<file path="config.mk">
export PLATFORM = sky130hd
export DESIGN_NAME = frame_geometry
export DESIGN_NICKNAME = d
export VERILOG_FILES = /design/src/design/blk_pkg.sv /design/src/design/frame_geometry.sv
export SDC_FILE = /design/constraint.sdc
export NUM_CORES = 1
export LEC_CHECK = 0
export ABC_AREA = 1
export BUFFER_PORTS_ARGS = -buffer_cell sky130_fd_sc_hd__buf_2
export CORE_ASPECT_RATIO = 0.9
export CORE_MARGIN = 1.5
export CORE_UTILIZATION = 40
export CTS_CLUSTER_DIAMETER = 30
export DETAILED_ROUTE_END_ITERATION = 10
export PLACE_DENSITY = 0.73
export SYNTH_ARGS = -nofsm -noshare
export SYNTH_HDL_FRONTEND = slang
export SYNTH_SLANG_ARGS = --single-unit
</file>
<file path="constraint.sdc">
create_clock -name clk -period 2.2 [get_ports clk]
set_input_delay 0.22 -clock clk [delete_from_list [all_inputs] [get_ports clk]]
set_output_delay 0.22 -clock clk [all_outputs]
set_load 0.01 [all_outputs]
</file>
<file path="src/design/blk_pkg.sv">
package blk_pkg;

    // one pixel word, 8 bits each of three components
    localparam int pixel_w = 24;

    // block geometry
    localparam int blk_dim = 8;
    localparam int blk_pix = 64;

    // one bank holds a strip of up to 32 block columns, 256 pixels wide
    localparam int max_blk_cols = 32;
    localparam int col_w = 5;

    // pixel dimensions and pixel counters
    localparam int dim_w = 12;

    // strip buffer address, built from fields and used flat by the memory
    typedef union packed {
        logic [11:0] raw;
        struct packed {
            logic             bank;
            logic [col_w-1:0] block_col;
            logic [2:0]       row;
            logic [2:0]       col;
        } fields;
    } strip_addr_t;

endpackage

</file>
<file path="src/design/frame_geometry.sv">
`timescale 1ns/1ns

module frame_geometry (
    input  logic                      clk,
    input  logic                      rstn,
    input  logic                      frame_done,
    input  logic [blk_pkg::dim_w-1:0] frame_width,
    input  logic [blk_pkg::dim_w-1:0] frame_height,
    output logic [blk_pkg::dim_w-1:0] width,
    output logic [blk_pkg::dim_w-1:0] height,
    output logic [blk_pkg::col_w-1:0] blk_cols,
    output logic [8:0]                blk_rows,
    output logic                      frame_start
);

    logic frame_done_d;
    logic done_rise;
    logic done_fall;

    assign done_rise = frame_done && !frame_done_d;
    assign done_fall = !frame_done && frame_done_d;

    always_ff @(posedge clk or negedge rstn) begin
        if (!rstn) begin
            frame_done_d <= 1'b0;
            frame_start  <= 1'b0;
        end else begin
            frame_done_d <= frame_done;
            frame_start  <= done_fall;
        end
    end

    // dimensions are taken on the rising edge only
    always_ff @(posedge clk or negedge rstn) begin
        if (!rstn) begin
            width    <= '0;
            height   <= '0;
            blk_cols <= '0;
            blk_rows <= '0;
        end else if (done_rise) begin
            width    <= frame_width;
            height   <= frame_height;
            blk_cols <= blk_pkg::col_w'(frame_width / blk_pkg::blk_dim);
            blk_rows <= 9'(frame_height / blk_pkg::blk_dim);
        end
    end

endmodule

</file>
### Word-level counts from Yosys, hierarchy flattened

Index checks and enable logic that the tools add are counted.

* RAM bits: 0
* output and inout port bits: 39
* bits of input ports: 27
* bits in latches: 0
* memories kept: 0
* register bits after elaboration: 40
* ROM bits: 0

* reductions and logical operators: 4
* divide/modulo/power cells: 0
* $mul: 0
* bitwise gates (word level): 0
* shift-type cells: 0
* equal/unequal tests: 0
* muxes and demuxes: 0
* add/subtract/negate cells: 0
* order comparisons: 0

Operators with widths (number)
* $logic_and A1 B1 Y1: 2
* $logic_not A1 Y1: 2

### Depth between registers and ports, before layout

* word-level depth: 2
* mapped depth: 5
* mapped depth without buffers: 4

### Least setup slack after synthesis

No wires, ideal clock.

* kind: register to register
* start point: register frame_done_d
* end point: register blk_rows[1]
* arrival: 0.770 ns
* buffers on the path: 1
* setup slack: 1.313 ns
* clock period less this slack: 0.887 ns
* cell stages (with the launch flop): 6
* cell sequence: dfrtp_1 > inv_4 > nand2_8 > buf_8 > nand2_2 > nand2_1

* word-level cells in the longest chain between the ends: 2

RTL lines
* start: declaration: RTL line frame_geometry.sv:16 `logic frame_done_d;`
* start signal: assignment: RTL line frame_geometry.sv:28 `frame_done_d <= frame_done;`
* $logic_not A1 Y1: RTL line frame_geometry.sv:20 `assign done_rise = frame_done && !frame_done_d;`
* $logic_and A1 B1 Y1: RTL line frame_geometry.sv:20
* end signal: assignment: RTL line frame_geometry.sv:44 `blk_rows <= 9'(frame_height / blk_pkg::blk_dim);`
* end: declaration: RTL line frame_geometry.sv:12 `output logic [8:0] blk_rows,`

Every way passes these cells.
A chain may end at the register's enable or synchronous reset.

==> flow_summary.toml <==
[timing]
fmax_mhz = 888
setup_violations = 0
grt_setup_unrepaired = "no"
hold_viol = 0
slew_headroom_pct = 62.5
skew_ns = 0.00615
period_minus_slack_ns = 1.13
holdWs_ns = 0.116
fin_crit_sh_pct = 51.2
maxSlewViolCount = 0
worstMarginPinSlew_ns = 0.562
fin_tns_setup_ns = 0

[cts]
clkLatencyLatePin_ns = 0.32
htree_levels = 1
cts_buffers = 3
clock_sinks = 26
post_cts_buffers = 0
clkSlewWorstSetupHoldPaths_ns = 0.15
clk_path_buf_depth = 2
clockRootBuffer = "clkbuf_4"
cts_tree = "yes"
cts_resized = 0

[min_path]
min_path_cells = 3
hold_end = "width[1]"
min_from = "frame_width[1]"
hold_class = "in2reg"

[critical_path]
r2r_end = "blk_rows[6]"
critPathBufInv = 1
r2r_start = "frame_done_d"
critPathMaxStageDelay_ns = 0.43
worstSetupEndpointType = "primary output"
critPathSlowestCell = "dfrtp_1"
crit_chain = "buf_2"
startpoint_type = "flip-flop"
cp_max_fo = 3
required_ns = 1.98
worstSetupPathType = "reg2out"
r2r_cells = 4
worst_ep_arrival_time_ns = 0.91
r2r_slack_ns = 1.10
cp_top_family = "flip-flops"

[placed_design]
port-buffer-count = 65
gp_congestion = 0.642

[routing]
vias_per_cell = 4.42
wire_per_inst_um = 11.2
drtPass1Iterations = 4
drtIter0Drc = 20
ant_nets = 0
num_vias = 932
finalWirelength_um = 2370
drc_errors = 0

[run]
drv_cap = 0

[floorplanning]
num_rows = 18
dieHeight_um = 54.7
coreArea_um2 = 2790
start_util_pct = 42.5
num_io_pins = 66
dieArea_um2 = 3300
die_w_um = 60.4

[logic_synthesis]
synthTopCellsByArea = "dfrtp_1 (55%), nand2_1 (12%), nand3_1 (10%)"
synth_cell_types = 10
synth_warnings = 0
ys_async_sr_fraction_pct = 100
yosysTopAreaCell = "dfrtp_1"
ys_ff_latch = 26
yosysMostFrequentCell = "nand2_1"
syn_area_um2 = 1190
avgSynthCellArea_um2 = 9.72
synth_ff_type = "dfrtp_1"
yosys-top-cells-count = "nand2_1 (38), dfrtp_1 (26), nand3_1 (24), buf_4 (16), nand2_2 (10)"
synth_seq_area_share_pct = 54.9
synthCells = 122
syn_nets = 149
synth_edf_count = 0
synth_top_area_share_pct = 54.9

[power_and_ir_drop]
cellPowerDensity_nw_per_um2 = 798
power_frac_seq_pct = 49.7
switchingPower_w = 0.000327
pwr-share-comb_pct = 21.6
power_leakage_nw = 0.845
power.internal_w = 0.000825
ir_drop_mv = 0.275
switching_share_pct = 28.4
pwr-share-clk_pct = 28.7

[cells_and_area]
layout-drive-gt1-share_pct = 47.4
area_growth_pct = 21.7
nets = 199
diodes = 0

[global_routing]
antenna_found_initial = 0
gr-total-overflow = 0
grt_max_degree = 28
grt_pass1_vias = 804
grt_first_pass_wirelength_um = 3620
grtUsageTotal_pct = 15.0

[status]
status = "finished, final reports clean"
[per-stage QoR]
step	std cells	area (um^2)	setup WS [ns]	util, %	total power (W)
2_1_floorplan	122	1190	1.31	-	0.000757
3_3_place_gp	206	1380	1.07	49.5	0.000830
3_5_place_dp	206	1380	1.03	49.5	0.000836
4_1_cts	211	1440	1.07	51.7	0.00116
5_1_grt	211	1440	0.992	51.7	0.00122
6_report	211	1440	1.07	51.7	0.00115
[worst max-delay path by stage]
stage                  from           to  slack [ns]  depth (start not counted)
5_1_grt        frame_done_d  blk_rows[6]        0.99                          4
3_5_place_dp     frame_done     width[2]        1.03                          4
3_3_place_gp     frame_done     width[2]        1.07                          4
2_1_floorplan  frame_done_d  blk_rows[1]        1.31                          5
6_report        blk_rows[1]    height[4]        1.07                          1
4_1_cts         blk_rows[2]  blk_rows[2]        1.07                          1
[power by group through the flow]
stage | registers, W | logic [W] | clock network (W)
finish | 0.000573 | 0.000249 | 0.000330
global route | 0.000582 | 0.000284 | 0.000356
CTS | 0.000573 | 0.000255 | 0.000333
detailed placement | 0.000583 | 0.000253 | 0
global placement | 0.000583 | 0.000247 | 0
floorplan | 0.000610 | 0.000147 | 0
[timing repair]
item,in CTS,in global routing
hold endpoints to repair,26,0
endpoints found under the setup margin,0,0
hold buffers,1,0
[cells by family after synthesis]
group | after synthesis | synth area share, %
and+or+nand+nor | 74 | 29.4
DFF | 26 | 54.9
buffers and inverters | 22 | 15.7
[metal layers]
| layer | vias to the layer above | routed length (um) | global-route usage (%) |
|---|---|---|---|
| met2 | 30 | 1170 | 26.3 |
| met3 | 2 | 92 | 1.65 |
| met5 | - | 0 | 0 |
| met1 | 428 | 1080 | 18.7 |
| li1 | 472 | - | - |
| met4 | 0 | 27 | 6.67 |
[sequential cells by signal, indices dropped and copies added, names as in the netlist]
name and flops:
width 12, frame_start 1, height 3, blk_rows 9, frame_done_d 1
[cells in the final DEF (no fill, tap or decap)]
cell	netlist	layout
buf_2	0	65
bufinv_16	0	1
clkbuf_4	0	3
dfrtp_1	26	26
dlygate4sd3_1	0	1
inv_4	1	1
nand2_1	38	38
nand2_2	10	10
nand2_8	1	1
nand3_1	24	24
nor2_1	1	1
[layout make-up]
| class | instances | area [um^2] |
|---|---|---|
| inverters | 1 | 6.26 |
| flip-flops and latches | 26 | 651 |
| clock inverters | 1 | 30.0 |
| repair buffers | 66 | 335 |
| clock buffers | 3 | 22.5 |
| fillers | 284 | 1350 |
| multi-input cells | 74 | 349 |
| well taps | 40 | 50.0 |
Note: power is estimated with default switching activity, not from simulation.
