===== src/design/blk_pkg.sv =====
package blk_pkg;

    // one pixel word, 8 bits each of three components
    localparam int pixel_w = 24;

    // block geometry
    localparam int blk_dim = 8;
    localparam int blk_pix = 64;

    // one bank holds a strip of up to 32 block columns, 256 pixels wide
    localparam int max_blk_cols = 32;
    localparam int col_w = 5;

    // pixel dimensions and pixel counters
    localparam int dim_w = 12;

    // strip buffer address, built from fields and used flat by the memory
    typedef union packed {
        logic [11:0] raw;
        struct packed {
            logic             bank;
            logic [col_w-1:0] block_col;
            logic [2:0]       row;
            logic [2:0]       col;
        } fields;
    } strip_addr_t;

endpackage


===== src/design/block_reader.sv =====
`timescale 1ns/1ns

module block_reader #(
    parameter int gap_cycles = 13
) (
    input  logic                        clk,
    input  logic                        rstn,
    input  logic                        frame_start,
    input  logic [blk_pkg::col_w-1:0]   blk_cols,
    input  logic [8:0]                  blk_rows,
    input  logic                        wr_bank,
    input  logic [blk_pkg::col_w-1:0]   wr_done_col,
    input  logic [8:0]                  wr_strip,
    input  logic                        out_hold,
    input  logic [blk_pkg::pixel_w-1:0] rdata,
    output blk_pkg::strip_addr_t        ram_raddr,
    output logic                        rd_bank,
    output logic                        pix_valid,
    output logic [blk_pkg::pixel_w-1:0] pix_data,
    output logic                        blk_first,
    output logic                        blk_last,
    output logic                        frame_last
);

    localparam int gap_w = $clog2(gap_cycles + 1);

    localparam logic [1:0] st_idle = 2'd0;
    localparam logic [1:0] st_wait = 2'd1;
    localparam logic [1:0] st_read = 2'd2;
    localparam logic [1:0] st_gap  = 2'd3;

    logic [1:0]                state;
    logic [1:0]                state_nxt;
    logic [5:0]                pix_cnt;
    logic [blk_pkg::col_w-1:0] col_cnt;
    logic [8:0]                strip_cnt;
    logic [gap_w-1:0]          gap_cnt;
    logic                      rd_en;
    logic                      blk_end;
    logic                      last_col;
    logic                      last_strip;
    logic                      gap_done;
    logic                      blk_written;

    assign rd_en      = state == st_read;
    assign blk_end    = rd_en && (pix_cnt == 6'(blk_pkg::blk_pix - 1));
    // a 32 column strip wraps blk_cols to zero, minus one still lands on 31
    assign last_col   = col_cnt == blk_cols - 1'b1;
    assign last_strip = strip_cnt == blk_rows - 1'b1;
    assign gap_done   = gap_cnt == gap_w'(gap_cycles - 1);

    // whole strip done when the writer moved on, else check line 7 progress
    assign blk_written = (wr_bank != rd_bank) ||
                         ((wr_strip == strip_cnt) && (col_cnt < wr_done_col));

    always_comb begin
        state_nxt = state;
        case (state)
            st_idle: begin
                if (frame_start)
                    state_nxt = st_wait;
            end
            st_wait: begin
                // hold only matters between blocks
                if (!out_hold && blk_written)
                    state_nxt = st_read;
            end
            st_read: begin
                if (blk_end)
                    state_nxt = st_gap;
            end
            st_gap: begin
                if (gap_done)
                    state_nxt = (strip_cnt == blk_rows) ? st_idle : st_wait;
            end
            default: state_nxt = st_idle;
        endcase
    end

    always_ff @(posedge clk or negedge rstn) begin
        if (!rstn)
            state <= st_idle;
        else
            state <= state_nxt;
    end

    // position inside the frame, in blocks and in pixels of a block
    always_ff @(posedge clk or negedge rstn) begin
        if (!rstn) begin
            pix_cnt   <= '0;
            col_cnt   <= '0;
            strip_cnt <= '0;
        end else if (frame_start) begin
            pix_cnt   <= '0;
            col_cnt   <= '0;
            strip_cnt <= '0;
        end else if (rd_en) begin
            pix_cnt <= pix_cnt + 1'b1;
            if (blk_end) begin
                if (last_col) begin
                    col_cnt   <= '0;
                    strip_cnt <= strip_cnt + 1'b1;
                end else begin
                    col_cnt <= col_cnt + 1'b1;
                end
            end
        end
    end

    always_ff @(posedge clk or negedge rstn) begin
        if (!rstn)
            rd_bank <= 1'b0;
        else if (blk_end && last_col)
            rd_bank <= !rd_bank;
    end

    always_ff @(posedge clk or negedge rstn) begin
        if (!rstn)
            gap_cnt <= '0;
        else if (state == st_gap)
            gap_cnt <= gap_cnt + 1'b1;
        else
            gap_cnt <= '0;
    end

    always_comb begin
        ram_raddr.fields.bank      = rd_bank;
        ram_raddr.fields.block_col = col_cnt;
        ram_raddr.fields.row       = pix_cnt[5:3];
        ram_raddr.fields.col       = pix_cnt[2:0];
    end

    // flags follow the ram read latency
    always_ff @(posedge clk or negedge rstn) begin
        if (!rstn) begin
            pix_valid  <= 1'b0;
            blk_first  <= 1'b0;
            blk_last   <= 1'b0;
            frame_last <= 1'b0;
        end else begin
            pix_valid  <= rd_en;
            blk_first  <= rd_en && (pix_cnt == '0);
            blk_last   <= blk_end;
            frame_last <= blk_end && last_col && last_strip;
        end
    end

    assign pix_data = rdata;

    gap_quiet: assert property (@(posedge clk) disable iff (!rstn)
        blk_last |=> !pix_valid [*gap_cycles]);

    read_written: assert property (@(posedge clk) disable iff (!rstn)
        rd_en |-> blk_written);

endmodule


===== config.mk =====
export PLATFORM = sky130hd
export DESIGN_NAME = block_reader
export DESIGN_NICKNAME = d
export VERILOG_FILES = /design/src/design/blk_pkg.sv /design/src/design/block_reader.sv
export SDC_FILE = /design/constraint.sdc
export NUM_CORES = 1
export LEC_CHECK = 0
export ABC_CLOCK_PERIOD_IN_PS = 4900
export BUFFER_PORTS_ARGS = -buffer_cell sky130_fd_sc_hd__clkbuf_2
export CORE_MARGIN = 1.5
export CORE_UTILIZATION = 49
export CTS_CLUSTER_SIZE = 8
export DETAILED_ROUTE_END_ITERATION = 6
export PLACE_DENSITY = 0.8
export SETUP_SLACK_MARGIN = 0.15
export SLEW_MARGIN = 0
export SYNTH_ARGS = -nofsm -noshare
export SYNTH_HDL_FRONTEND = slang
export SYNTH_SLANG_ARGS = --single-unit

===== constraint.sdc =====
create_clock -name clk -period 4.9 [get_ports clk]
set_input_delay 0.98 -clock clk [delete_from_list [all_inputs] [get_ports clk]]
set_output_delay 0.98 -clock clk [all_outputs]
set_load 0.03 [all_outputs]

Word level (Yosys, flattened, before mapping)

Cells that the tools add are included.

Output and inout bits: 41
Bits in registers: 31
Bits of input ports: 57
Word-level logic and storage cells: 65

Equality and inequality tests: 14
Mux-type cells: 17
Reduce and logical (&&, ||, !) cells: 17
$lt $le $gt $ge: 1
Add/sub/neg operators: 6

Operator list:

| operator            | count |
|---|---|
| $mux 9              | 4 |
| $eq 9x9->1          | 3 |
| $mux 5              | 4 |
| $mux 6              | 2 |
| $add 9x1->9 const B | 1 |
| $sub 9x1->9 const B | 1 |
| $mux 2              | 4 |
| $pmux 2 s4          | 1 |
| $add 6x1->6 const B | 1 |
| $eq 6x6->1 const B  | 1 |
| $logic_and 1x1->1   | 6 |
| $logic_not 6->1     | 1 |
| $ne 2x2->1 const B  | 3 |
| $reduce_bool 2->1   | 3 |
| $add 5x1->5 const B | 1 |
| $eq 5x5->1          | 1 |
| $lt 5x5->1          | 1 |
| $sub 5x1->5 const B | 1 |
| $add 4x1->4 const B | 1 |
| $eq 2x2->1 const B  | 2 |
| $eq 4x4->1 const B  | 1 |
| $mux 4              | 1 |
| $reduce_and 4->1    | 1 |
| $reduce_and 3->1    | 1 |
| 8 further kinds     | 9 |

Depth between registers and ports, before layout

Gate-level depths: netlist (run 1).

Depth after elaboration: 6
Gate-level depth with buffers: 11
Depth with buffers taken out: 9

Worst setup path before layout (run 1)

Ideal clock, no wire load.

Path kind: input port to flip-flop
Start point: input blk_cols[0] in the netlist's numbering
End point: register strip_cnt[6]
Slack: 2428 ps
Arrival: 2344 ps
Stages: 7
Cell sequence: inv_1 -> ha_1 -> xor2_1 -> and3_1 -> nand3_2 -> nor4b_2 -> mux2_1

Longest elaborated chain between the ends: 4

RTL lines:

| item                        | line                | text |
|---|---|---|
| from (decl)                 | block_reader.sv:9   | `input logic [blk_pkg::col_w-1:0] blk_cols,` |
| $sub 5x1->5                 | block_reader.sv:48  | `assign last_col = col_cnt == blk_cols - 1'b1;` |
| $eq 5x5->1                  | block_reader.sv:48  |  |
| $reduce_bool 2->1 (no line) | -                   |  |
| $reduce_and 3->1 (no line)  | -                   |  |
| to (signal assigned)        | block_reader.sv:102 | `strip_cnt <= strip_cnt + 1'b1;` |
| to (decl)                   | block_reader.sv:36  | `logic [8:0] strip_cnt;` |

Every way passes these cells.
A chain may end at the register's enable or synchronous reset.

Final worst setup path (run 1)

Start point: input wr_done_col[4] in the netlist's numbering
End point: register state[1]

Longest elaborated chain between the ends: 6

RTL lines:

| item                       | line               | text |
|---|---|---|
| from (decl)                | block_reader.sv:12 | `input logic [blk_pkg::col_w-1:0] wr_done_col,` |
| $lt 5x5->1                 | block_reader.sv:54 | `((wr_strip == strip_cnt) && (col_cnt < wr_done_col));` |
| $logic_and 1x1->1          | block_reader.sv:54 |  |
| $logic_or 1x1->1           | block_reader.sv:53 | `assign blk_written = (wr_bank != rd_bank) \|\|` |
| $logic_and 1x1->1          | block_reader.sv:65 | `if (!out_hold && blk_written)` |
| $ne 2x2->1 (no line)       | -                  |  |
| $reduce_and 4->1 (no line) | -                  |  |
| to (signal assigned)       | block_reader.sv:82 | `state <= st_idle;` |
| to (signal assigned)       | block_reader.sv:84 | `state <= state_nxt;` |
| to (decl)                  | block_reader.sv:32 | `logic [1:0] state;` |

Every way passes these cells.

==> results of run 1 <==
## synth_stat cells, types with 3 or more instances
| master | n |
|---|---|
| dfrtp_1 | 31 |
| buf_4 | 27 |
| xor2_1 | 22 |
| ha_1 | 17 |
| inv_1 | 17 |
| xnor2_1 | 17 |
| nor2_1 | 15 |
| nand2_1 | 14 |
| nand3_1 | 12 |
| a21oi_1 | 10 |
| nand4_1 | 7 |
| nand2b_1 | 6 |
| o21ai_0 | 5 |
| and2_1 | 4 |
| clkbuf_1 | 4 |
| nor2b_1 | 4 |
| a21o_1 | 3 |
| buf_2 | 3 |
| nor3_1 | 3 |
| nor4_1 | 3 |
| or2_2 | 3 |
| or3_1 | 3 |
## area by class of cell
class,count,area (sq um)
fill,442,2160
multi-input combinational,189,1420
sequential,31,776
timing repair buffer,49,245
tap,67,83.8
clock buffer,6,72.6
inverter,18,72.6
clock inverter,2,12.5
## state kept, by name, indices dropped and copies added (netlist names), 2 cells and up
name       count
col_cnt        5
gap_cnt        4
pix_cnt        6
state          2
strip_cnt      9
## worst max-delay path: stages
cell       delay [ps]
clkbuf_2           80
inv_1              40
ha_1              300
a2111oi_0         540
a31oi_1           190
nor2_1            180
mux2_2            350
## logic make-up (layout without fill, tap and decap cells)
logic type | count (synthesis) | count (layout) | share of synthesized area
adder cells (fa/ha/maj) | 17 | 17 | 0.0846
multiplexers | 4 | 4 | 0.0169
XOR/XNOR | 39 | 39 | 0.136
flip-flops | 31 | 31 | 0.308
buffers and inverters | 53 | 75 | 0.126
AO/OA/AOI/OAI | 38 | 38 | 0.109
AND/OR/NAND/NOR | 91 | 91 | 0.219
## worst paths after layout
kind | endpoint | slack [ps] | cells past startpoint
worst max-delay path | state[1] | 2420 | 7
worst min-delay path | gap_cnt[0] | 490 | 1
worst max register to register | strip_cnt[6] | 2430 | 8
worst min register to register | gap_cnt[0] | 490 | 1
max in group asynchronous | strip_cnt[2] | 3650 | 1
min in group asynchronous | blk_first | 760 | 1
## cells in the final DEF, fill, tap and decap left out, types with 2 or more instances in the layout
cell type  Yosys  routed
inv_1         17      17
and2_1         4       4
nand3_1       12      12
nand4bb_1      2       2
nand2_1       14      14
nor2_1        15      15
o211ai_1       2       2
xnor2_1       17      17
nand4_1        7       7
a21o_1         3       3
or3_1          3       3
nor4b_2        2       2
dfrtp_1       31      31
ha_1          17      17
nor2b_1        4       4
o41ai_1        2       2
mux2i_1        2       2
nand2b_1       6       6
a21oi_1       10      10
nor4_1         3       3
o311ai_0       2       2
o21ai_0        5       5
clkbuf_8       0       5
xor2_1        22      22
clkbuf_2       0      49
or2_2          3       3
nor3_1         3       3
## power by group
part	total [uW]	internal [uW]	switching, uW
Clock	195	99.0	95.6
Sequential	326	289	36.5
Combinational	274	115	159
Total	795	504	291
## per-layer routing
| metal | GRT usage | vias up | share of wire |
|---|---|---|---|
| li1 | - | 956 | - |
| met1 | 0.234 | 923 | 0.43 |
| met2 | 0.328 | 60 | 0.50 |
| met3 | 0.0455 | 10 | 0.052 |
| met4 | 0.0747 | 0 | 0.019 |
| met5 | 0 | - | 0 |
## through the flow
step	utilization	hold WS, ps	instances	power (uW)
after floorplan	-	452	273	567
final	0.554	492	362	795
after detailed placement	0.536	484	354	606
after global routing	0.554	533	362	847
after global placement	0.536	476	354	597
after CTS	0.554	495	362	801
==> summary.txt, run 1 <==
Outcome
  • Run status: finished, final reports clean

Power
  • Max IR drop VDD: 218 uV
  • PwrDens: 296 nW/um^2
  • Static leakage: 0.00128 uW

Placed design
  • # port buffers: 49
  • Post-DP Area: 2600 sq um
  • Detailed-placement wirelength estimate: 3890 um
  • Worst slack, placed: 2090 ps
  • GP Congestion: 0.923

Clock network
  • Reg clk slew, reported paths: 70 ps
  • Post-cts resize count: 0
  • Post-CTS Setup Bufs: 0
  • Maximum root-to-sink buffer count: 2
  • Htree depth: 2
  • Clock buffer count from CTS: 5
  • CTS Hold Buffers Added: 0
  • CTS tree: done
  • Sink Count: 31
  • Clk_lat worst skew: 290 ps
  • Clock tree root driver cell: clkbuf_8

Timing
  • Worst Setup Slack, final: 2420 ps
  • Layout Skew: 5.48 ps
  • Tmin final: 2480 ps
  • Fmax: 403 MHz
  • Relative slew slack: 0.486
  • RSZ-0062 raised after global routing: no
  • Setup TNS: 0 ps
  • Slew @ Worst Pin: 771 ps
  • Tcrit/Tclk final: 0.506
  • Endpoints failing setup: 0
  • Fin. Hold Viols: 0
  • Final slew viol count: 0

Floorplanning
  • Initial Util: 0.519
  • DIE WIDTH: 74.6 um
  • Row cnt: 25
  • Die outline area: 5570 sq um
  • Core area: 4850 sq um
  • I/O pin count: 98
  • Die Span Y: 74.6 um

Cells and area
  • Share of layout cells above drive strength 1: 0.258
  • Cell area after layout: 2690 sq um
  • Synth-to-Final Area Change: 6.77%
  • Diodes inserted: 0
  • Nets: 368

Synthesis
  • Yosys reg bits: 31
  • Post-synthesis instance total: 273
  • Post-synth EDFFs: 0
  • Top_reg_cell synth: dfrtp_1
  • Leading area contributor after synthesis: dfrtp_1
  • Yosys cell types: 59
  • Post-synth top area share: 0.308
  • Syn_nets: 347
  • Ys async rst share: 1.00
  • Synth top area cells: dfrtp_1 (31%), ha_1 (8.5%), buf_4 (8.1%)
  • Yosys Warn Count: 0
  • Mean Syn Cell Area: 9.21 sq um
  • Seq/Total Area, Yosys: 0.308
  • Mapped Area: 2510 sq um

Critical path
  • Critical path class: in2reg
  • Crit start category: input pin
  • R2r startpoint: state[0]
  • Worst Path Max Fanout: 2
  • CP Capture Type: flop
  • Crit path required time: 5070 ps
  • Crit path DAT: 2650 ps
  • Setup crit start: wr_done_col[4]

Worst hold path
  • HP Class: reg2reg
  • Worst Hold Launch: gap_cnt[0]

Drt
  • Drt total wl: 5040 um
  • Drt first pass iters: 4
  • Final ANT Viol Nets: 0
  • Via density: 5.38
  • # DRC: 0
  • Post-DR wirelength/cell: 13.9 um
  • DR iter-0 viols: 61
  • Via count: 1949

GRT
  • Largest net degree at the start of global routing: 32
  • Initial antenna violation count: 0
  • Total global-route track usage: 0.192
  • Vias in the first global route: 1804
  • First-pass GRT wire length: 8070 um
  • GR Overflow Total: 0

Job
  • Max Cap Violations: 0
(Power assumes the default switching activity.)
==> run 2, diff against run 1 <==
ABC_CLOCK_PERIOD_IN_PS = 2100   (was 4900)
CORE_UTILIZATION = 45   (was 49)
PLACE_DENSITY = 0.78   (was 0.8)
clock period = 2.1 ns   (was 4.9 ns; I/O delays follow)
==> summary.txt, run 2 (synthesized netlist as in run 1, its figures left out) <==
Placed design
  • # port buffers: 49
  • Detailed-placement wirelength estimate: 4340 um
  • Worst slack, placed: -67.5 ps
  • Placed Cells: 376
  • GP Congestion: 0.831

Power
  • Static leakage: 0.00148 uW
  • Max IR drop VDD: 697 uV
  • PwrDens: 680 nW/um^2

Clock network
  • Maximum root-to-sink buffer count: 2
  • CTS Hold Buffers Added: 0
  • Clk_lat worst skew: 290 ps
  • CTS tree: done
  • Htree depth: 2
  • Clock tree root driver cell: clkbuf_8
  • Sink Count: 31
  • Clock buffer count from CTS: 5
  • Reg clk slew, reported paths: 70 ps

Timing
  • Worst Setup Slack, final: 160 ps
  • Tmin final: 1940 ps
  • Fmax: 516 MHz
  • Setup TNS: 0 ps
  • RSZ-0062 raised after global routing: yes
  • Relative slew slack: 0.466
  • Slew @ Worst Pin: 802 ps
  • Endpoints failing setup: 0
  • Final slew viol count: 0
  • Fin. Hold Viols: 0
  • Min Hold Slack: 213 ps
  • Layout Skew: 7.30 ps
  • Tcrit/Tclk final: 0.924

Cells and area
  • Share of layout cells above drive strength 1: 0.380
  • Largest regs: strip_cnt (9), pix_cnt (6), col_cnt (5)
  • Final design utilization: 0.563
  • Max reg flops: 9
  • Commonest cells after routing, fill and taps aside: clkbuf_2 (49), buf_4 (30), dfrtp_1 (26), xor2_1 (21), xnor2_1 (17)
  • Non-filler cells, final: 398
  • Reg with most FFs: strip_cnt
  • Synth-to-Final Area Change: 21.8%
  • Nets: 399
  • Most common cell after layout, fill and taps aside: clkbuf_2
  • Diodes inserted: 0

Critical path
  • Crit path DAT: 2110 ps
  • Worst Path Max Fanout: 4
  • Worst Path Buf+Inv: 2
  • CP Capture Type: flop
  • R2r startpoint: state[0]
  • Worst-path cell chain: inv_2, ha_4, nand4_4, or2_4, clkinv_4, nand3_4, nor4b_4, mux2_4
  • Setup crit start: state[0]
  • Critical path class: reg2reg
  • Crit path required time: 2270 ps
  • Reg2Reg Setup Slack: 160 ps
  • CP delay by family, top: simple AND/OR/NAND/NOR gates
  • Slowest stage cell, crit path: dfrtp_1
  • Max stage delay on crit path: 410 ps
  • Crit start category: flop

Drt
  • Routed wire length on met3: 255 um
  • Met1 wire length: 2360 um
  • Post-DR wirelength/cell: 14.9 um
  • Highest metal used: met4
  • # DRC: 0
  • WL met2: 3190 um
  • DR iter-0 viols: 62
  • Via count: 2124
  • Drt first pass iters: 4
  • Final ANT Viol Nets: 0
  • Drt total wl: 5920 um
  • Via density: 5.34

GRT
  • Largest net degree at the start of global routing: 32
  • Vias in the first global route: 2183
  • First-pass GRT wire length: 9560 um
  • GR Overflow Total: 0
  • Total global-route track usage: 0.199
  • Initial antenna violation count: 0

Floorplanning
  • DIE WIDTH: 77.8 um
  • Core area: 5440 sq um
  • Row cnt: 27
  • Initial Util: 0.462
  • Die Span Y: 77.8 um
  • Die outline area: 6050 sq um
  • I/O pin count: 98

Worst hold path
  • HP Class: in2async

Job
  • Max Cap Violations: 0

Outcome
  • Run status: finished, final reports clean
[run 2: changes by cell type in the layout (fill, tap and decap cells not counted), moves of 2 or more]
cell / change
clkinv_2: +2
ha_1: -2
dfrtp_2: +5
buf_4: +30
dfrtp_1: -5
[run 2: metal layers]
| layer | GRT usage | vias to the layer above |
|---|---|---|
| met5 | 0 | - |
| met4 | 0.0745 | 0 |
| met3 | 0.0506 | 15 |
| li1 | - | 1020 |
| met2 | 0.365 | 47 |
| met1 | 0.218 | 1042 |
[run 2: metrics by stage]
| step | total power (uW) | instance area, sq um |
|---|---|---|
| CTS | 2000 | 2910 |
| global route | 2200 | 3060 |
| global placement | 1470 | 2750 |
| floorplan | 1350 | 2530 |
| finish | 2080 | 3060 |
| detailed placement | 1500 | 2750 |
[run 2: path summary, 6_finish.rpt]
kind / to / cells past startpoint
max in group asynchronous: col_cnt[2] / 1
min: gap_cnt[0] / 1
min in group clk: gap_cnt[0] / 1
min reg2reg: gap_cnt[0] / 1
max reg2reg: strip_cnt[6] / 8
max: strip_cnt[6] / 8
[run 2: layout make-up]
cell class / count / area, sq um
fill: 462 / 2370
clock buffer: 5 / 68.8
tap: 72 / 90.1
timing repair buffer: 80 / 482
multi-input combinational: 189 / 1550
sequential: 31 / 782
clock inverter: 3 / 15.0
inverter: 18 / 72.6
[run 2: what timing repair did]
item / 4_1_cts / 5_1_grt
setup buffers: 5 / 9
setup endpoints to repair: 11 / 14
resized for setup: 7 / 14
pin swaps: 4 / 7
[run 2: worst reg2reg max path, stage by stage, from the launching register on]
cell	delay, ps
dfrtp_1	410
inv_2	120
ha_4	160
nand4_4	70
or2_4	290
clkinv_4	70
nand3_4	90
nor4b_4	280
mux2_4	320
[run 2: report_power, final]
part           switching (uW)  total, uW  internal [uW]
combinational             467        863            396
clock                     233        459            226
sequential               82.1        761            679
total                     782       2080           1300
