**config.mk**
```make
export PLATFORM = sky130hd
export DESIGN_NAME = strip_writer
export DESIGN_NICKNAME = d
export VERILOG_FILES = /design/src/design/blk_pkg.sv /design/src/design/strip_writer.sv
export SDC_FILE = /design/constraint.sdc
export NUM_CORES = 1
export LEC_CHECK = 0
export ABC_AREA = 1
export CAP_MARGIN = 15
export CORE_ASPECT_RATIO = 1.2
export CORE_MARGIN = 2
export CORE_UTILIZATION = 50
export CTS_CLUSTER_DIAMETER = 100
export DETAILED_ROUTE_END_ITERATION = 8
export DONT_BUFFER_PORTS = 1
export SETUP_SLACK_MARGIN = 0.1
export SKIP_LAST_GASP = 1
export SLEW_MARGIN = 10
export SYNTH_ARGS = -nofsm -noshare
export SYNTH_HDL_FRONTEND = slang
export SYNTH_SLANG_ARGS = --single-unit
```
**constraint.sdc**
```tcl
create_clock -name clk -period 2.5 [get_ports clk]
set_clock_uncertainty 0.05 [all_clocks]
set_input_delay 0.25 -clock clk [delete_from_list [all_inputs] [get_ports clk]]
set_output_delay 0.25 -clock clk [all_outputs]
set_load 0.005 [all_outputs]
```
**src/design/blk_pkg.sv**
```systemverilog
package blk_pkg;

    // one pixel word, 8 bits each of three components
    localparam int pixel_w = 24;

    // block geometry
    localparam int blk_dim = 8;
    localparam int blk_pix = 64;

    // one bank holds a strip of up to 32 block columns, 256 pixels wide
    localparam int max_blk_cols = 32;
    localparam int col_w = 5;

    // pixel dimensions and pixel counters
    localparam int dim_w = 12;

    // strip buffer address, built from fields and used flat by the memory
    typedef union packed {
        logic [11:0] raw;
        struct packed {
            logic             bank;
            logic [col_w-1:0] block_col;
            logic [2:0]       row;
            logic [2:0]       col;
        } fields;
    } strip_addr_t;

endpackage

```
**src/design/strip_writer.sv**
```systemverilog
`timescale 1ns/1ns

module strip_writer #(
    parameter int max_blk_cols = blk_pkg::max_blk_cols
) (
    input  logic                        clk,
    input  logic                        rstn,
    input  logic                        frame_start,
    input  logic [blk_pkg::dim_w-1:0]   width,
    input  logic [blk_pkg::dim_w-1:0]   height,
    input  logic                        burst_ready,
    input  logic                        wr_valid,
    input  logic [31:0]                 wr_data,
    input  logic                        wr_last,
    input  logic                        rd_bank,
    output logic                        burst_valid,
    output logic                        wr_ready,
    output logic                        ram_we,
    output blk_pkg::strip_addr_t        ram_waddr,
    output logic [blk_pkg::pixel_w-1:0] ram_wdata,
    output logic                        wr_bank,
    output logic [blk_pkg::col_w-1:0]   wr_done_col,
    output logic [8:0]                  wr_strip
);

    localparam logic [1:0] st_idle  = 2'd0;
    localparam logic [1:0] st_burst = 2'd1;
    localparam logic [1:0] st_data  = 2'd2;

    logic [1:0]                state;
    logic [1:0]                state_nxt;
    logic [blk_pkg::dim_w-1:0] x_cnt;
    logic [blk_pkg::dim_w-1:0] y_cnt;
    logic                      ahead;
    logic                      line_end;
    logic                      strip_end;
    logic                      frame_end;
    logic                      almost_full;
    logic                      full;
    logic                      xfer;

    // writer is one strip ahead of the reader
    assign ahead     = wr_bank != rd_bank;
    assign line_end  = x_cnt == width - 1'b1;
    assign strip_end = line_end && (y_cnt[2:0] == 3'd7);
    assign frame_end = line_end && (y_cnt == height - 1'b1);

    // no new burst this late in a strip while the other bank is busy
    assign almost_full = ahead && (y_cnt[2:0] >= 3'd5);
    // last pixel of the strip must wait for the reader to release its bank
    assign full        = ahead && strip_end;

    assign burst_valid = (state == st_burst) && !almost_full;
    assign wr_ready    = (state == st_data) && !full;
    assign xfer        = wr_valid && wr_ready;

    always_comb begin
        state_nxt = state;
        case (state)
            st_idle: begin
                if (frame_start)
                    state_nxt = st_burst;
            end
            st_burst: begin
                if (burst_valid && burst_ready)
                    state_nxt = st_data;
            end
            st_data: begin
                if (xfer && frame_end)
                    state_nxt = st_idle;
                else if (xfer && wr_last)
                    state_nxt = st_burst;
            end
            default: state_nxt = st_idle;
        endcase
    end

    always_ff @(posedge clk or negedge rstn) begin
        if (!rstn)
            state <= st_idle;
        else
            state <= state_nxt;
    end

    // raster position of the next incoming pixel
    always_ff @(posedge clk or negedge rstn) begin
        if (!rstn) begin
            x_cnt <= '0;
            y_cnt <= '0;
        end else if (frame_start) begin
            x_cnt <= '0;
            y_cnt <= '0;
        end else if (xfer) begin
            if (line_end) begin
                x_cnt <= '0;
                if (y_cnt == height - 1'b1)
                    y_cnt <= '0;
                else
                    y_cnt <= y_cnt + 1'b1;
            end else begin
                x_cnt <= x_cnt + 1'b1;
            end
        end
    end

    always_ff @(posedge clk or negedge rstn) begin
        if (!rstn)
            wr_bank <= 1'b0;
        else if (xfer && strip_end)
            wr_bank <= !wr_bank;
    end

    always_comb begin
        ram_waddr.fields.bank      = wr_bank;
        ram_waddr.fields.block_col = x_cnt[blk_pkg::col_w+2:3];
        ram_waddr.fields.row       = y_cnt[2:0];
        ram_waddr.fields.col       = x_cnt[2:0];
    end

    assign ram_we    = xfer;
    assign ram_wdata = wr_data[blk_pkg::pixel_w-1:0];

    // blocks left of this column are complete once line 7 is under way
    assign wr_done_col = (y_cnt[2:0] == 3'd7) ? x_cnt[blk_pkg::col_w+2:3] : '0;
    assign wr_strip    = y_cnt[blk_pkg::dim_w-1:3];

    burst_hold: assert property (@(posedge clk) disable iff (!rstn)
        burst_valid && !burst_ready |=> burst_valid);

    width_fits: assert property (@(posedge clk) disable iff (!rstn)
        frame_start |-> int'(width) <= max_blk_cols * blk_pkg::blk_dim);

endmodule

```
After elaboration in Yosys (flattened, before gate mapping) --
Cells that the tools add are included.
Word-level totals: bits of input ports 63, word-level logic and storage cells 50, flip-flop bits (word level) 27, output and inout port bits 54
Cells by class: equal/unequal tests 9, muxes and demuxes 13, $lt $le $gt $ge 1, add/sub/neg operators 4, reductions and logical operators 19
Operators by type and width (count):
- 2-to-1 mux 12 bit | 7
- adder 12 x 1 -> 12 bit, second input constant | 2
- == test 12 bit | 2
- subtractor 12 x 1 -> 12 bit, second input constant | 2
- logical AND 1 bit | 11
- 2-to-1 mux 2 bit | 4
- case mux 2 bit (3 select lines) | 1
- 2-to-1 mux 5 bit | 1
- nonzero test 2 bit | 2
- == test 3 bit, second input constant | 1
- greater-or-equal comparator 3 bit, second input constant | 1
- zero test 1 bit | 3
- != test 3 x 1 -> 1 bit, second input constant | 1
- AND reduction 3 bit | 1
- == test 2 x 1 -> 1 bit, second input constant | 1
- == test 2 bit, second input constant | 1
- zero test 2 bit | 1
- != test 2 x 1 -> 1 bit, second input constant | 1
- != test 2 bit, second input constant | 1
- AND reduction 2 bit | 1
- != test 1 bit | 1

Longest topological paths before layout --
Gate-level depths: netlist of the first run.
depth in word-level cells 11, gate-level depth with buffers 19, depth with buffers taken out 18

Least setup slack after synthesis of the first run --
No wires, ideal clock.
path kind input port to flip-flop, from in width[0] (netlist name), to reg y_cnt[2] (netlist name), setup time 121 ps, cell stages on the path 17, data required time 2329 ps, arrival time 1853 ps, slack 476 ps, path buffers 1, cells stage by stage inv_1 -> ha_1 -> nand2_1 -> nand2_1 -> nor2_1 -> nand2_1 -> nor2_1 -> nand2_1 -> nor2_1 -> nand2_1 -> nor2_2 -> nand3_2 -> nand3_4 -> nand2_4 -> nand2_4 -> buf_6 -> o21ai_1
On the way: cells in the longest elaborated chain, start to end 9, elaborated cells on any way between the ends 10, classes of those cells add/sub (1); eq/ne (1); reduce/logical (8)
RTL lines:
- from (decl) | RTL line strip_writer.sv:9 | input logic [blk_pkg::dim_w-1:0] width,
- subtractor 12 x 1 -> 12 bit (*) | RTL line strip_writer.sv:44 | assign line_end = x_cnt == width - 1'b1;
- == test 12 bit (*) | RTL line strip_writer.sv:44
- logical AND 1 bit | RTL line strip_writer.sv:45 | assign strip_end = line_end && (y_cnt[2:0] == 3'd7);
- logical AND 1 bit | RTL line strip_writer.sv:51 | assign full = ahead && strip_end;
- zero test 1 bit | RTL line strip_writer.sv:54 | assign wr_ready = (state == st_data) && !full;
- logical AND 1 bit | RTL line strip_writer.sv:54
- logical AND 1 bit | RTL line strip_writer.sv:55 | assign xfer = wr_valid && wr_ready;
- nonzero test 2 bit (no line)
- AND reduction 2 bit (no line) (*)
- to (signal assigned) | RTL line strip_writer.sv:99 | y_cnt <= y_cnt + 1'b1;
- to (decl) | RTL line strip_writer.sv:33 | logic [blk_pkg::dim_w-1:0] y_cnt;
Every way passes the cells marked *; elsewhere a longest branch is shown, timed or not. A chain may end at the register's enable or synchronous reset.

Final worst setup path of the first run --
from reg x_cnt[4] (netlist name), to out ram_we
On the way: cells in the longest elaborated chain, start to end 6
RTL lines:
- from (decl) | RTL line strip_writer.sv:32 | logic [blk_pkg::dim_w-1:0] x_cnt;
- from (signal assigned) | RTL line strip_writer.sv:101 | x_cnt <= x_cnt + 1'b1;
- == test 12 bit | RTL line strip_writer.sv:44
- logical AND 1 bit | RTL line strip_writer.sv:45
- logical AND 1 bit | RTL line strip_writer.sv:51
- zero test 1 bit | RTL line strip_writer.sv:54
- logical AND 1 bit | RTL line strip_writer.sv:54
- logical AND 1 bit | RTL line strip_writer.sv:55
- to (decl) | RTL line strip_writer.sv:18 | output logic ram_we,
Every way passes these cells.

==> flow_metrics.tcl, run 1 <==
set metrics [dict create \
    status "complete, no violations" \
    clk_path_buf_depth 2 \
    cts_buffers 3 \
    clockPowerShare_pct 20.7 \
    r2r_slack_ps 280 \
    die_w_um 77.37 \
    drc 0 \
    antenna_found_initial 0 \
    hp-class "input port to flip-flop" \
    peakVddDrop_v 0.0001826 \
    min_period_ps 2302 \
    cp_data_required_time_ps 2200 \
    tns_ps 0 \
    hold_start "burst_ready" \
    num_rows 32 \
    die_h_um 92.04 \
    hpwl_mm 6.245 \
    reg2reg_from "x_cnt[4]" \
    place_inst 562 \
    cp_slowest_cell "dfrtp_2" \
    cts.sinks 27 \
    numPortBuffers 0 \
    vias 2996 \
    synth_area_leaders "dfrtp_1 (21%), nand2_1 (16%), xor2_1 (8.1%)" \
    p_switching_mw 0.4624 \
    cp-end-kind "output pin" \
    ys_ff_latch 27 \
    drive_gt1_share_pct 13.29 \
    ys_warn_count 0 \
    slew_headroom_pct 66.37 \
    max_freq_ghz 0.4344 \
    syn_area_per_cell_sq_um 6.332 \
    globalRouteTotalUtil_pct 22.32 \
    r2r_cells 16 \
    p_comb_share_pct 34.4 \
    synth_top_area_share_pct 20.92 \
    antenna_cells 0 \
    grt_pass1_vias 2859 \
    syn_to_final_growth_pct -0.3486 \
    fin_cells 574 \
    hold_depth 2 \
    hold-worst-slack_ps 69.13 \
    coreArea_sq_um 6326 \
    setup_viol 0 \
    grt_start_max_net_pins 28 \
    clock_latency_ps 270 \
    hold_violations 0 \
    viasPerCell 5.220 \
    period_share_pct 92.09 \
    wl_per_cell_um 13.44 \
    start_kind "flip-flop" \
    power.leakage_nw 1.546 \
    min_to "state[1]" \
    drt_iter0_drc 180 \
    rsz0062_at_grt "true" \
    clockRootBuffer "clkbuf_8" \
    cap_viol_max_count 0 \
    fin_nets 559 \
    fin_util_pct 50.87 \
    htree_levels 1 \
    wirelength_mm 7.713 \
    ant_nets 0 \
    swShare_pct 38.21 \
    first_pass_iters 4 \
    tightestPinTransition_ps 499.9 \
    timing.final.max_slew_violations 0 \
    criticalPathCategory "flip-flop to output pin" \
    die_area_sq_um 7120 \
    power_per_cell_area_nw_per_um2 376.0 \
    start_util_pct 51.05 \
    cpPeakStageDelay_ps 470 \
    p_int_mw 0.7477 \
    clk_pin_slew_ps 90 \
    syn_inst 510 \
    arrival_ps 2000 \
    grt_pass1_wl_mm 12.87 \
    globalRouteOverflowTotal 0 \
    worstPathMaxFanout 7 \
    boundaryPins 117 \
    yosys.area.top_type "dfrtp_1" \
    crit_top_cell "nand2_1" \
    globalplace.congestion 0.8934 \
    rr_endpoint "x_cnt[2]" \
    worstPathCellList "inv_2, nand2_1, nand2_2, nand2_1, nand2_1, nor2_1, nand2_1, nor2_1, nand2_1, nor2_2, nand3_2, nand3_4, clkinvlp_4" \
    syn_area_sq_um 3229 \
    yosysUniqueCellTypes 36 \
    syn-num-nets 579 \
    pwr-share-seq_pct 45.0 \
    cts_tree "done" \
    synth-seq-area-share_pct 20.92 \
]
==> flip-flops by register name, indices dropped and copies added (netlist names) <==
signal   count
wr_bank      1
y_cnt       12
x_cnt       12
state        2
==> logic make-up after synthesis <==
| family | after synthesis | synth area share, % |
|---|---|---|
| AOI/OAI and AO/OA | 35 | 6.509 |
| and+or+nand+nor | 299 | 42.77 |
| buffers and inverters | 108 | 17.51 |
| adders and majority gates | 6 | 2.325 |
| xor gates and xnor gates | 35 | 9.957 |
| DFF | 27 | 20.92 |
==> power by group through the flow <==
stage / logic [mW] / registers [mW] / clock network [mW]
floorplan: 0.373 / 0.525 / 0
global placement: 0.380 / 0.549 / 0
detailed placement: 0.385 / 0.551 / 0
CTS: 0.401 / 0.543 / 0.258
global route: 0.480 / 0.550 / 0.279
finish: 0.416 / 0.544 / 0.250
==> how the worst max path moves through the flow <==
stage | start | endpoint | slack [ps] | cells after the start
after global placement | height[0] | y_cnt[8] | 250 | 13
after detailed placement | height[0] | y_cnt[10] | 240 | 13
final | x_cnt[4] | ram_we | 200 | 13
after floorplan | width[0] | y_cnt[2] | 480 | 17
after global routing | x_cnt[0] | ram_we | 40 | 13
after CTS | x_cnt[4] | ram_we | 170 | 13
==> metal layers <==
metal	GRT usage (%)	vias up	share of wire [%]	wire [um]
met5	0	-	0	0
met1	25.40	1383	40	3080
li1	-	1537	-	-
met3	2.657	13	4.4	340
met4	7.738	0	2.9	223
met2	42.39	63	53	4069
==> final cells by class <==
| class | count | area [sq um] |
|---|---|---|
| multi-input combinational | 375 | 1991 |
| sequential | 27 | 681.9 |
| timing repair buffer | 17 | 142.6 |
| clock buffer | 4 | 45.04 |
| fill | 699 | 3108 |
| inverter | 66 | 251.5 |
| tap | 85 | 106.4 |
==> critical path, delay by kind of cell (launching register included) <==
kind / cells / cell delay [ps]
buffers and inverters: 2 / 230
DFF: 1 / 470
and+or+nand+nor: 11 / 1040
==> Yosys cell counts (all sizes together) <==
cell type and number:
nand2 149, inv 65, nor2 64, nand3 45
buf 39, xor2 30, o21ai 29, dfrtp 27
nand4 15, nor3 12, ha 6, nand3b 6
a21oi 5, xnor2 4, clkbuf 3, nor4 3
nand2b 2, and2 1, clkinv 1, nor3b 1
o311a 1, or2 1, xor3 1
==> timing repair <==
item | in CTS | in global routing
buffers inserted | 0 | 6
endpoints found under the hold margin | 27 | 0
endpoints found under the setup margin | 0 | 17
hold buffers | 2 | 0
resized for setup | 0 | 11
==> metrics by stage <==
stage / power [mW] / cell area, sq um / setup slack [ps]
2_1_floorplan: 0.8983 / 3229 / 476.0
3_3_place_gp: 0.9293 / 3085 / 254.4
3_5_place_dp: 0.9363 / 3085 / 242.1
4_1_cts: 1.202 / 3161 / 172.6
5_1_grt: 1.309 / 3218 / 42.62
6_report: 1.210 / 3218 / 197.8
==> placed cells by master, fill, tap and decap left out, types with 2 or more instances in the layout <==
master and n:
a21oi_1 5, buf_4 15, clkbuf_8 3, dfrtp_1 22, dfrtp_2 5, ha_1 6
inv_1 58, inv_2 6, nand2_1 135, nand2_2 11, nand2_4 3, nand2b_1 2
nand3_1 40, nand3_2 4, nand3b_1 6, nand4_1 15, nor2_1 58, nor2_2 4
nor2_4 2, nor3_1 12, nor4_1 3, o21ai_0 9, o21ai_1 12, o21ai_2 8
xnor2_1 4, xor2_1 30
Note: power is estimated with default switching activity, not from simulation.
==> run 2: changes to the inputs <==
CORE_MARGIN = 1.5   (was 2)
HOLD_SLACK_MARGIN = 0.02   (was default)
==> run 2 against run 1 <==
Net effect: worst setup slack got worse by 50 ps; via count fell by 0.90%; final cell count fell by 1.4%; register-to-register slack barely moved; fmax fell by 2.1%; flip-flop and latch count did not move; die area fell by 2.4%; sequential share of layout area rose by 0.071 points.
==> flow_metrics.tcl, run 2 (synthesis results as in run 1) <==
set metrics [dict create \
    status "complete, no violations" \
    grt_pass1_wl_mm 13.22 \
    rsz0062_at_grt "true" \
    viasPerCell 5.246 \
    globalRouteOverflowTotal 0 \
    hpwl_mm 6.381 \
    final_cell_mix "nand2_1 (134), inv_1 (59), nor2_1 (56)" \
    place_ws_ps 199.9 \
    htree_levels 1 \
    die_w_um 76.37 \
    num_rows 31 \
    antenna_found_initial 0 \
    globalRouteTotalUtil_pct 23.10 \
    p_int_mw 0.7482 \
    power.leakage_nw 1.529 \
    cp-end-kind "output pin" \
    worstPathMaxFanout 6 \
    p_comb_share_pct 35.0 \
    hp-class "input port to flip-flop" \
    layout_commonest_cell "nand2_1" \
    start_util_pct 52.69 \
    period_share_pct 94.08 \
    globalplace.congestion 0.8669 \
    hold_violations 0 \
    clock_latency_ps 280 \
    cp_data_required_time_ps 2200 \
    die_h_um 91.04 \
    slew_headroom_pct 70.79 \
    power_per_cell_area_nw_per_um2 385.9 \
    cts_tree "done" \
    wl_per_cell_um 13.71 \
    numPortBuffers 0 \
    start_kind "flip-flop" \
    setup_ws_ps 148.0 \
    boundaryPins 117 \
    timing.final.max_slew_violations 0 \
    drive_gt1_share_pct 12.60 \
    vias 2969 \
    max_freq_ghz 0.4252 \
    peakVddDrop_v 0.0002166 \
    clk_path_buf_depth 2 \
    clockRootBuffer "clkbuf_8" \
    antenna_cells 0 \
    clk_pin_slew_ps 110 \
    largestRegisters "x_cnt: 12 flops, y_cnt: 12 flops, state: 2 flops" \
    cts_buffers 3 \
    cts.sinks 27 \
    syn_to_final_growth_pct -1.046 \
    coreArea_sq_um 6128 \
    first_pass_iters 4 \
    ant_nets 0 \
    hold-worst-slack_ps 71.92 \
    die_area_sq_um 6952 \
    fin_nets 554 \
    pwr-share-seq_pct 43.2 \
    tightestPinTransition_ps 434.8 \
    cap_viol_max_count 0 \
    p_switching_mw 0.4849 \
    total_power_mw 1.233 \
    arrival_ps 2050 \
    min_period_ps 2352 \
    wirelength_mm 7.759 \
    drc 0 \
    clockPowerShare_pct 21.9 \
    setup_viol 0 \
    grt_start_max_net_pins 28 \
    nFillCells 667 \
    drt_iter0_drc 93 \
    grt_pass1_vias 2941 \
    swShare_pct 39.32 \
    criticalPathCategory "flip-flop to output pin" \
]
## run 2: cell count changes in the layout (fill, tap and decap cells not counted), sizes merged
cell    before  now
buf         16   11
inv         64   65
clkbuf       4    3
## run 2: final timing paths
kind                       cells after the start         from        end  slack (ps)
min reg2reg                                    2    x_cnt[11]  x_cnt[11]         510
min                                            2  burst_ready   state[1]          70
min in group asynchronous                      2         rstn  y_cnt[10]         330
max in group asynchronous                      2         rstn   x_cnt[8]        1880
max                                           13     x_cnt[0]     ram_we         150
max reg2reg                                   17     x_cnt[0]   x_cnt[8]         270
## run 2: through the flow
step | utilization (%) | instances | setup TNS [ps] | instance area [sq um]
2_1_floorplan | - | 510 | 0 | 3229
3_3_place_gp | 50.04 | 557 | 0 | 3067
3_5_place_dp | 50.04 | 557 | 0 | 3067
6_report | 52.14 | 566 | 0 | 3196
5_1_grt | 52.14 | 566 | -29.72 | 3196
4_1_cts | 51.35 | 563 | 0 | 3147
## run 2: layout make-up
type                            count  area (sq um)  share of cell area, %
Tap cell                           82         102.6                  3.211
Multi-Input combinational cell    375          2007                  62.80
Clock inverter                      1         8.758                 0.2741
Sequential cell                    27         679.4                  21.26
Timing Repair Buffer               12         105.1                  3.289
Inverter                           66         251.5                  7.870
Clock buffer                        3         41.29                  1.292
## run 2: timing repair
action                                 in CTS  in global routing
resized for setup                           0                 11
setup buffers                               0                  3
endpoints found under the hold margin      27                  0
setup endpoints to repair                   0                 20
hold buffers                                2                  0
## run 2: worst max-delay path, stage by stage, from the launching register on
cell and delay [ps]:
dfrtp_1 450, inv_2 70, nand2_1 70, nand2_1 60, nor2_1 100, nand2_1 70, nor2_2 100, nand2_2 80
nor2_1 110, nand2_1 90, nor2_2 100, nand3_2 110, nand3_4 160, clkinvlp_4 190
## run 2: power by group through the flow
stage	Clock, mW	Sequential (mW)	Combinational, mW
floorplan	0	0.525	0.373
global placement	0	0.540	0.396
detailed placement	0	0.542	0.405
CTS	0.282	0.533	0.421
global route	0.295	0.542	0.497
finish	0.270	0.532	0.431
## run 2: per-layer routing
| metal | part of all wire, % | wire [um] | up-vias | track usage (%) |
|---|---|---|---|---|
| met3 | 4.1 | 319 | 4 | 3.417 |
| li1 | - | - | 1531 | - |
| met5 | 0 | 0 | - | 0 |
| met2 | 56 | 4324 | 63 | 47.32 |
| met1 | 40 | 3070 | 1371 | 24.17 |
| met4 | 0.58 | 45 | 0 | 5.093 |
